--- config.mk ---
export PLATFORM = sky130hd
export DESIGN_NAME = cache_ctrl
export DESIGN_NICKNAME = d
export VERILOG_FILES = /design/src/hdl/cache_pkg.sv /design/src/hdl/cache_ctrl.sv
export VERILOG_INCLUDE_DIRS = /design/src /design/src/hdl
export SDC_FILE = /design/constraint.sdc
export NUM_CORES = 2
export LEC_CHECK = 0
export BUFFER_PORTS_ARGS = -buffer_cell sky130_fd_sc_hd__buf_2
export CELL_PAD_IN_SITES_DETAIL_PLACEMENT = 2
export CELL_PAD_IN_SITES_GLOBAL_PLACEMENT = 2
export CORE_MARGIN = 1
export CORE_UTILIZATION = 49
export CTS_CLUSTER_DIAMETER = 80
export DETAILED_ROUTE_END_ITERATION = 10
export PLACE_DENSITY = 0.75
export SYNTH_ARGS = -nofsm -noshare
export SYNTH_HDL_FRONTEND = slang
export SYNTH_SLANG_ARGS = --single-unit
export TNS_END_PERCENT = 50
--- constraint.sdc ---
create_clock -name clk -period 16.8 [get_ports clk]
set_input_delay 2.52 -clock clk [delete_from_list [all_inputs] [get_ports clk]]
set_output_delay 2.52 -clock clk [all_outputs]
set_load 0.05 [all_outputs]
--- src/hdl/cache_defs.svh ---
`ifndef CACHE_DEFS_SVH
`define CACHE_DEFS_SVH

// address fields, tag on top then index then word
`define ADDR_BITS   12
`define TAG_BITS    4
`define INDEX_BITS  4

// direct-mapped cache geometry
`define NUM_SETS    16
`define LINE_WORDS  4
`define LINE_BITS   128

// backing memory holds the full 4 KB space
`define MEM_LINES   256

// cycles from memory accept to memory response
`define MEM_LATENCY 4

`endif

--- src/hdl/cache_pkg.sv ---
`default_nettype none

`include "cache_defs.svh"

package cache_pkg;

  typedef logic [`LINE_BITS-1:0] line_t;

  // processor request
  typedef struct packed {
    logic [`ADDR_BITS-1:0] addr;
    logic                  write;
    logic [31:0]           wdata;
  } cpu_req_t;

  // processor response
  typedef struct packed {
    logic [31:0] rdata;
    logic        hit;
  } cpu_rsp_t;

  // whole-line transfer to the backing memory
  typedef struct packed {
    logic [`TAG_BITS+`INDEX_BITS-1:0] line_addr;
    logic                             write;
    line_t                            wline;
  } mem_req_t;

  typedef enum logic [1:0] {
    idle,
    compare,
    write_back,
    allocate
  } ctrl_state_t;

endpackage

`default_nettype wire

--- src/hdl/cache_ctrl.sv ---
`timescale 1ns/10ps
`default_nettype none

`include "cache_defs.svh"

module cache_ctrl
  import cache_pkg::*;
(
  input  wire           clk,
  input  wire           reset,
  input  wire           req_valid,
  output logic          req_ready,
  input  wire cpu_req_t req,
  output logic          rsp_valid,
  input  wire           rsp_ready,
  output cpu_rsp_t      rsp,
  output logic          mem_req_valid,
  input  wire           mem_req_ready,
  output mem_req_t      mem_req,
  input  wire           mem_rsp_valid,
  input  wire line_t    mem_rsp_line
);

  // cache arrays
  line_t                data_arr [`NUM_SETS];
  logic [`TAG_BITS-1:0] tag_arr  [`NUM_SETS];
  logic [`NUM_SETS-1:0] valid_bits;
  logic [`NUM_SETS-1:0] dirty_bits;

  ctrl_state_t state;
  cpu_req_t    req_q;
  // sticky, set once the current access needed a refill
  logic        missed;

  logic [`TAG_BITS-1:0]   req_tag;
  logic [`INDEX_BITS-1:0] req_idx;
  logic [1:0]             req_word;
  logic                   hit_now;
  logic                   victim_dirty;
  line_t                  cur_line;
  line_t                  merged_line;
  logic [31:0]            cur_word;

  // split the held address
  assign req_tag  = req_q.addr[`ADDR_BITS-1 -: `TAG_BITS];
  assign req_idx  = req_q.addr[`ADDR_BITS-`TAG_BITS-1 -: `INDEX_BITS];
  assign req_word = req_q.addr[3:2];

  // one request in flight, next one only after the response is taken
  assign req_ready = (state == idle) && !rsp_valid;

  assign cur_line     = data_arr[req_idx];
  assign cur_word     = cur_line[req_word*32 +: 32];
  assign hit_now      = valid_bits[req_idx] && (tag_arr[req_idx] == req_tag);
  assign victim_dirty = valid_bits[req_idx] && dirty_bits[req_idx];

  // write data merged into the selected word
  always_comb begin
    merged_line = cur_line;
    for (int w = 0; w < `LINE_WORDS; w++) begin
      if (int'(req_word) == w) begin
        merged_line[w*32 +: 32] = req_q.wdata;
      end
    end
  end

  // miss FSM and status bits
  always_ff @(posedge clk) begin
    if (reset) begin
      state         <= idle;
      rsp_valid     <= 1'b0;
      mem_req_valid <= 1'b0;
      missed        <= 1'b0;
      valid_bits    <= '0;
      dirty_bits    <= '0;
    end else begin
      if (rsp_valid && rsp_ready) begin
        rsp_valid <= 1'b0;
      end
      if (mem_req_valid && mem_req_ready) begin
        mem_req_valid <= 1'b0;
      end
      case (state)
        idle: begin
          if (req_valid && req_ready) begin
            missed <= 1'b0;
            state  <= compare;
          end
        end
        compare: begin
          if (hit_now) begin
            if (req_q.write) begin
              dirty_bits[req_idx] <= 1'b1;
            end
            rsp_valid <= 1'b1;
            state     <= idle;
          end else begin
            missed        <= 1'b1;
            mem_req_valid <= 1'b1;
            // dirty victim goes out before the refill
            if (victim_dirty) begin
              state <= write_back;
            end else begin
              state <= allocate;
            end
          end
        end
        write_back: begin
          if (mem_rsp_valid) begin
            mem_req_valid <= 1'b1;
            state         <= allocate;
          end
        end
        allocate: begin
          if (mem_rsp_valid) begin
            valid_bits[req_idx] <= 1'b1;
            dirty_bits[req_idx] <= 1'b0;
            state               <= compare;
          end
        end
        default: begin
          state <= idle;
        end
      endcase
    end
  end

  // request, arrays, response and memory payload
  always_ff @(posedge clk) begin
    if (req_valid && req_ready) begin
      req_q <= req;
    end
    case (state)
      compare: begin
        if (hit_now) begin
          if (req_q.write) begin
            data_arr[req_idx] <= merged_line;
          end
          rsp.rdata <= req_q.write ? req_q.wdata : cur_word;
          rsp.hit   <= !missed;
        end else begin
          mem_req.write <= victim_dirty;
          mem_req.wline <= cur_line;
          if (victim_dirty) begin
            mem_req.line_addr <= {tag_arr[req_idx], req_idx};
          end else begin
            mem_req.line_addr <= {req_tag, req_idx};
          end
        end
      end
      write_back: begin
        if (mem_rsp_valid) begin
          mem_req.write     <= 1'b0;
          mem_req.line_addr <= {req_tag, req_idx};
        end
      end
      allocate: begin
        // refill line and tag
        if (mem_rsp_valid) begin
          data_arr[req_idx] <= mem_rsp_line;
          tag_arr[req_idx]  <= req_tag;
        end
      end
      default: begin
      end
    endcase
  end

endmodule

`default_nettype wire

Word-level counts from Yosys, hierarchy flattened
Memories as Yosys holds them, arrays and structs flattened. A register that Yosys moved wholly into a read port is not among the register bits.
Index checks and enable logic that the tools add are counted.

storage, ports and cells
  bits of input ports = 179
  flip-flop bits (word level) = 252
  bits in writable memories = 2112
  output and inout bits = 173
  logic and storage cells = 104
  memories = 2

operators by class
  muxes and demuxes = 45
  eq/ne operators = 13
  reductions and logical operators = 21
  bitwise gates (word level) = 6
  order comparisons = 2
  shifts and indexed selects = 1

memory list
  name      words  width  read ports  clocked after Yosys merged registers in  write ports  RTL line          RTL
  data_arr  16     128    1           1                                        1            cache_ctrl.sv:25  line_t data_arr [`NUM_SETS];
  tag_arr   16     4      1           1                                        1            cache_ctrl.sv:26  logic [`TAG_BITS-1:0] tag_arr [`NUM_SETS];

operators by type and width
  kind                number
  $mux 32             5
  $mux 137            1
  $mux 128            1
  $shiftx 128x8->32   1
  $mux 16             3
  $or 16x16->16       2
  $pmux 16 s2         1
  $mux 1              19
  $pmux 9 s2          1
  $and 16x16->16      1
  $not 16->16         1
  $ne 2x2->1 const B  5
  $mux 9              1
  $reduce_and 3->1    3
  $bmux 1 s4          2
  $eq 2x2->1 const B  4
  $mux 2              4
  $mux 4              2
  $mux 8              1
  $pmux 2 s4          1
  $logic_and 1x1->1   7
  $reduce_and 2->1    3
  $reduce_bool 2->1   3
  $lt 4x5->1 const B  1
  other kinds (11)    15

Depth between registers and ports, before layout
  word-level depth = 8
  depth in mapped cells = 14
  mapped depth without buffers = 8

Worst setup path before layout
No wires, ideal clock.

  path type = reg-to-reg
  start = register req_q (netlist bit req_idx[0])
  end = register mem_req[0] in the netlist's numbering, enable pin
  data required time = 15.990 ns
  data arrival time = 11.254 ns
  stages on the path, launching flop included = 7
  period minus slack after synthesis = 12.064 ns
  setup slack = 4.736 ns
  library setup time = 0.810 ns
  path buffers = 2
  cell sequence = edfxtp_1 > clkbuf_1 > mux4_2 > mux4_2 > o2111a_1 > clkbuf_1 > a21boi_0

between the ends
  longest elaborated chain between the ends = 5

ends and longest elaborated chain
  what                          RTL line           RTL
  start, declared               cache_ctrl.sv:31   cpu_req_t req_q;
  start signal, assigned        cache_ctrl.sv:131  req_q <= req;
  $bmux 1 s4                    cache_ctrl.sv:54   assign hit_now = valid_bits[req_idx] && (tag_arr[req_idx] == req_tag);
  $mux 1 (implied by the code)  cache_ctrl.sv:54
  $logic_and 1x1->1             cache_ctrl.sv:54
  $not 1->1 (no line)           --
  $reduce_and 2->1 (no line)    --
  end, declared                 cache_ctrl.sv:19   output mem_req_t mem_req,

No other way between the ends. The select of a mux whose other input is x is not followed.
A chain may end at the register's enable or synchronous reset.

==> impl_metrics.env <==
export IMPL_required_ns=17.29
export IMPL_wl_per_cell_um=48.16
export IMPL_synth_warnings=0
export IMPL_syn_area_per_cell_um2=22.67
export IMPL_antenna_left=0
export IMPL_rows=158
export IMPL_finalInstanceArea_mm2=0.1053
export IMPL_syn_nets=4231
export IMPL_setup_tns_ns=0
export IMPL_crit_arrival_ns=8.01
export IMPL_max_freq_ghz=0.1330
export IMPL_grt_overflow_total=0
export IMPL_die_area_mm2=0.1890
export IMPL_ff2ff_setup_slack_ns=9.28
export IMPL_synth_cell_types=41
export IMPL_fillCellCount=15010
export IMPL_start_util_pct=49.43
export IMPL_dp_slack_ns=9.306
export IMPL_pwr_share_comb_pct=28.4
export IMPL_core_area_mm2=0.1856
export IMPL_die_y_um=434.7
export IMPL_cts_root_buf="clkbuf_16"
export IMPL_postCtsSetupBuffers=0
export IMPL_seq_power_share_pct=42.5
export IMPL_viasPerCell=6.885
export IMPL_die_x_um=434.7
export IMPL_grt_max_degree=133
export IMPL_peakVddDrop_mv=0.1258
export IMPL_multi_input_area_mm2=0.02032
export IMPL_clockBufferDepth=3
export IMPL_timing_critical_path_to="data_arr[4][4]"
export IMPL_status="finished clean"
export IMPL_final_seq_area_mm2=0.07065
export IMPL_drt_pass1_iterations=5
export IMPL_drv_cap=0
export IMPL_grt_pass1_vias=53100
export IMPL_cts_tree="built"
export IMPL_wl_met1_um=127800
export IMPL_layout_drive_gt1_share_pct=34.11
export IMPL_reg2reg_to="data_arr[4][4]"
export IMPL_path_max_fanout=103
export IMPL_antenna_found_initial=21
export IMPL_grt_pass1_wl_um=476700
export IMPL_clkLatencyLatePin_ns=0.90
export IMPL_p_int_uw=12460
export IMPL_wl_met3_um=28750
export IMPL_leakagePower_uw=0.03391
export IMPL_ioPinCount=352
export IMPL_syn_cell_area_mm2=0.09176
export IMPL_crit_type="reg2reg"
export IMPL_cts_clk_slew_worst_paths_ns=0.07
export IMPL_min_period_ns=7.520
export IMPL_critPathCaptureType="register"
export IMPL_io_buffers=349
export IMPL_vias=50330
export IMPL_worst_pin_slew_ns=1.455
export IMPL_numClockSinks=2366
export IMPL_top_layer_used="met5"
export IMPL_min_path_type="reg2reg"
export IMPL_gr_usage_all_layers_pct=37.27
export IMPL_critPathLaunchType="register"
export IMPL_cts_made_buffers=240
export IMPL_layout_commonest_cell="edfxtp_1"
export IMPL_layout_common_cells="edfxtp_1 (2325), mux4_2 (673), buf_2 (349)"
export IMPL_drc=0
export IMPL_pwr_share_clk_pct=29.1
export IMPL_synthCells=4048
export IMPL_p_switching_uw=6468
export IMPL_setup_violations_final=0
export IMPL_ys_ff_latch=2366
export IMPL_drtIter0Drc=7102
export IMPL_htreeDepth=4
export IMPL_maxSlewViolCount=0
export IMPL_slew_headroom_pct=2.984
export IMPL_placed_area_mm2=0.09752
export IMPL_fin_ws_ns=9.281
export IMPL_skew_ns=0.04180
export IMPL_nets=4806
export IMPL_drt_total_wl_um=352100
export IMPL_cts_hold_buf=0
export IMPL_place_congestion=0.7736
export IMPL_min_period_over_period_pct=44.76
export IMPL_hpwl_um=195700
export IMPL_power_density_mw_per_mm2=179.7
export IMPL_r2r_cells=10
export IMPL_grt_setup_unrepaired="false"
export IMPL_cts_resized_gates=0
export IMPL_dr_wl_met2_um=175600
export IMPL_syn_to_final_growth_pct=14.73
export IMPL_swShare_pct=34.18
export IMPL_synth_seq_area_share_pct=76.98
export IMPL_hold_viol_final=0
stage by stage:
| step | instances | total power [uW] | hold WS [ns] | utilization [%] |
|---|---|---|---|---|
| floorplan | 4048 | 11100 | 0.4348 | - |
| global placement | 6846 | 12790 | 0.4460 | 52.53 |
| detailed placement | 6846 | 13290 | 0.4676 | 52.53 |
| CTS | 7288 | 18860 | 0.4857 | 56.64 |
| global route | 7304 | 19220 | 0.5045 | 56.71 |
| finish | 7310 | 18920 | 0.4832 | 56.71 |
area by class of cell:
cell class | instances | share of cell area, %
antenna | 7 | 0.01664
clock buffer | 308 | 6.097
clock inverter | 134 | 1.141
inverter | 8 | 0.02971
multi-input combinational | 1437 | 19.30
sequential | 2366 | 67.11
tap | 2480 | 2.947
timing repair buffer | 570 | 3.354
synth_stat cells (all sizes together):
master,count,area (um2)
a2111oi,1,8.760
a211oi,23,172.7
a21boi,2,15.02
a21oi,27,135.1
a22o,4,35.03
a311oi,1,8.760
a31oi,2,12.51
a41oi,17,148.9
and2,1,6.260
and3,2,12.51
buf,112,496.7
clkbuf,125,469.2
dfxtp,41,820.8
edfxtp,2325,69820
ha,4,50.05
inv,8,30.03
mux2,39,439.2
mux2i,179,1792
mux4,673,15160
nand2,145,544.3
nand2b,20,125.1
nand3,8,40.04
nand3b,2,15.01
nand4,2,12.51
nor2,90,337.8
nor2b,32,200.2
nor3,18,90.09
nor3b,2,15.01
nor4,1,6.260
o2111a,1,11.26
o2111ai,2,17.52
o21a,1,7.510
o21ai,131,655.6
o32ai,1,8.760
or2,2,12.51
xnor2,1,8.760
xor2,3,26.28
cell families (layout without fill, tap and decap cells):
logic type,count (synthesis),in the layout,synth area share [%]
xor+xnor,4,4,0.03819
other cells,0,7,0
compound gates,213,213,1.349
buf+inv,245,1020,1.085
fa+ha+maj,4,4,0.05454
mux,891,891,18.95
flops,2366,2366,76.98
simple gates,325,325,1.545
worst max-delay path, cell delays in order (launching register included):
cell and delay (ns):
dfxtp_4 0.80, buf_12 0.71, nor3b_1 0.12, nor4_1 0.70
mux2_2 0.30, o2111a_1 0.86, a41oi_4 0.18, buf_4 0.35
nor2_4 0.95, buf_4 0.97, buf_4 0.80
state kept, by name, summed over array words and instances (netlist names), 2 cells and up, named ones only:
| name | cells |
|---|---|
| req_idx | 4 |
| data_arr | 2048 |
| rsp | 33 |
| mem_req | 137 |
| req_q | 39 |
| valid_bits | 16 |
| state | 2 |
| tag_arr | 64 |
power by group through the flow:
stage | clock network [uW] | logic [uW] | registers (uW)
after floorplan | 0 | 2500 | 8600
after global placement | 0 | 4660 | 8130
after detailed placement | 0 | 5130 | 8160
after CTS | 5540 | 5270 | 8040
after global routing | 5690 | 5490 | 8040
final | 5520 | 5370 | 8030
how the worst min path moves through the flow:
| stage | cells after the start | to | startpoint | slack, ns |
|---|---|---|---|---|
| 2_1_floorplan | 2 | valid_bits[10] | valid_bits[10] | 0.43 |
| 3_3_place_gp | 2 | valid_bits[14] | valid_bits[14] | 0.45 |
| 3_5_place_dp | 2 | valid_bits[0] | valid_bits[0] | 0.47 |
| 4_1_cts | 2 | register | register | 0.49 |
| 5_1_grt | 2 | register | register | 0.50 |
| 6_report | 1 | rsp[0] | missed | 0.48 |
per-layer routing:
metal	up-vias	global-route usage, %
met4	6	18.68
met2	3632	62.06
met3	772	5.603
met1	27630	48.06
li1	18290	-
met5	-	0
(Power assumes the default switching activity.)
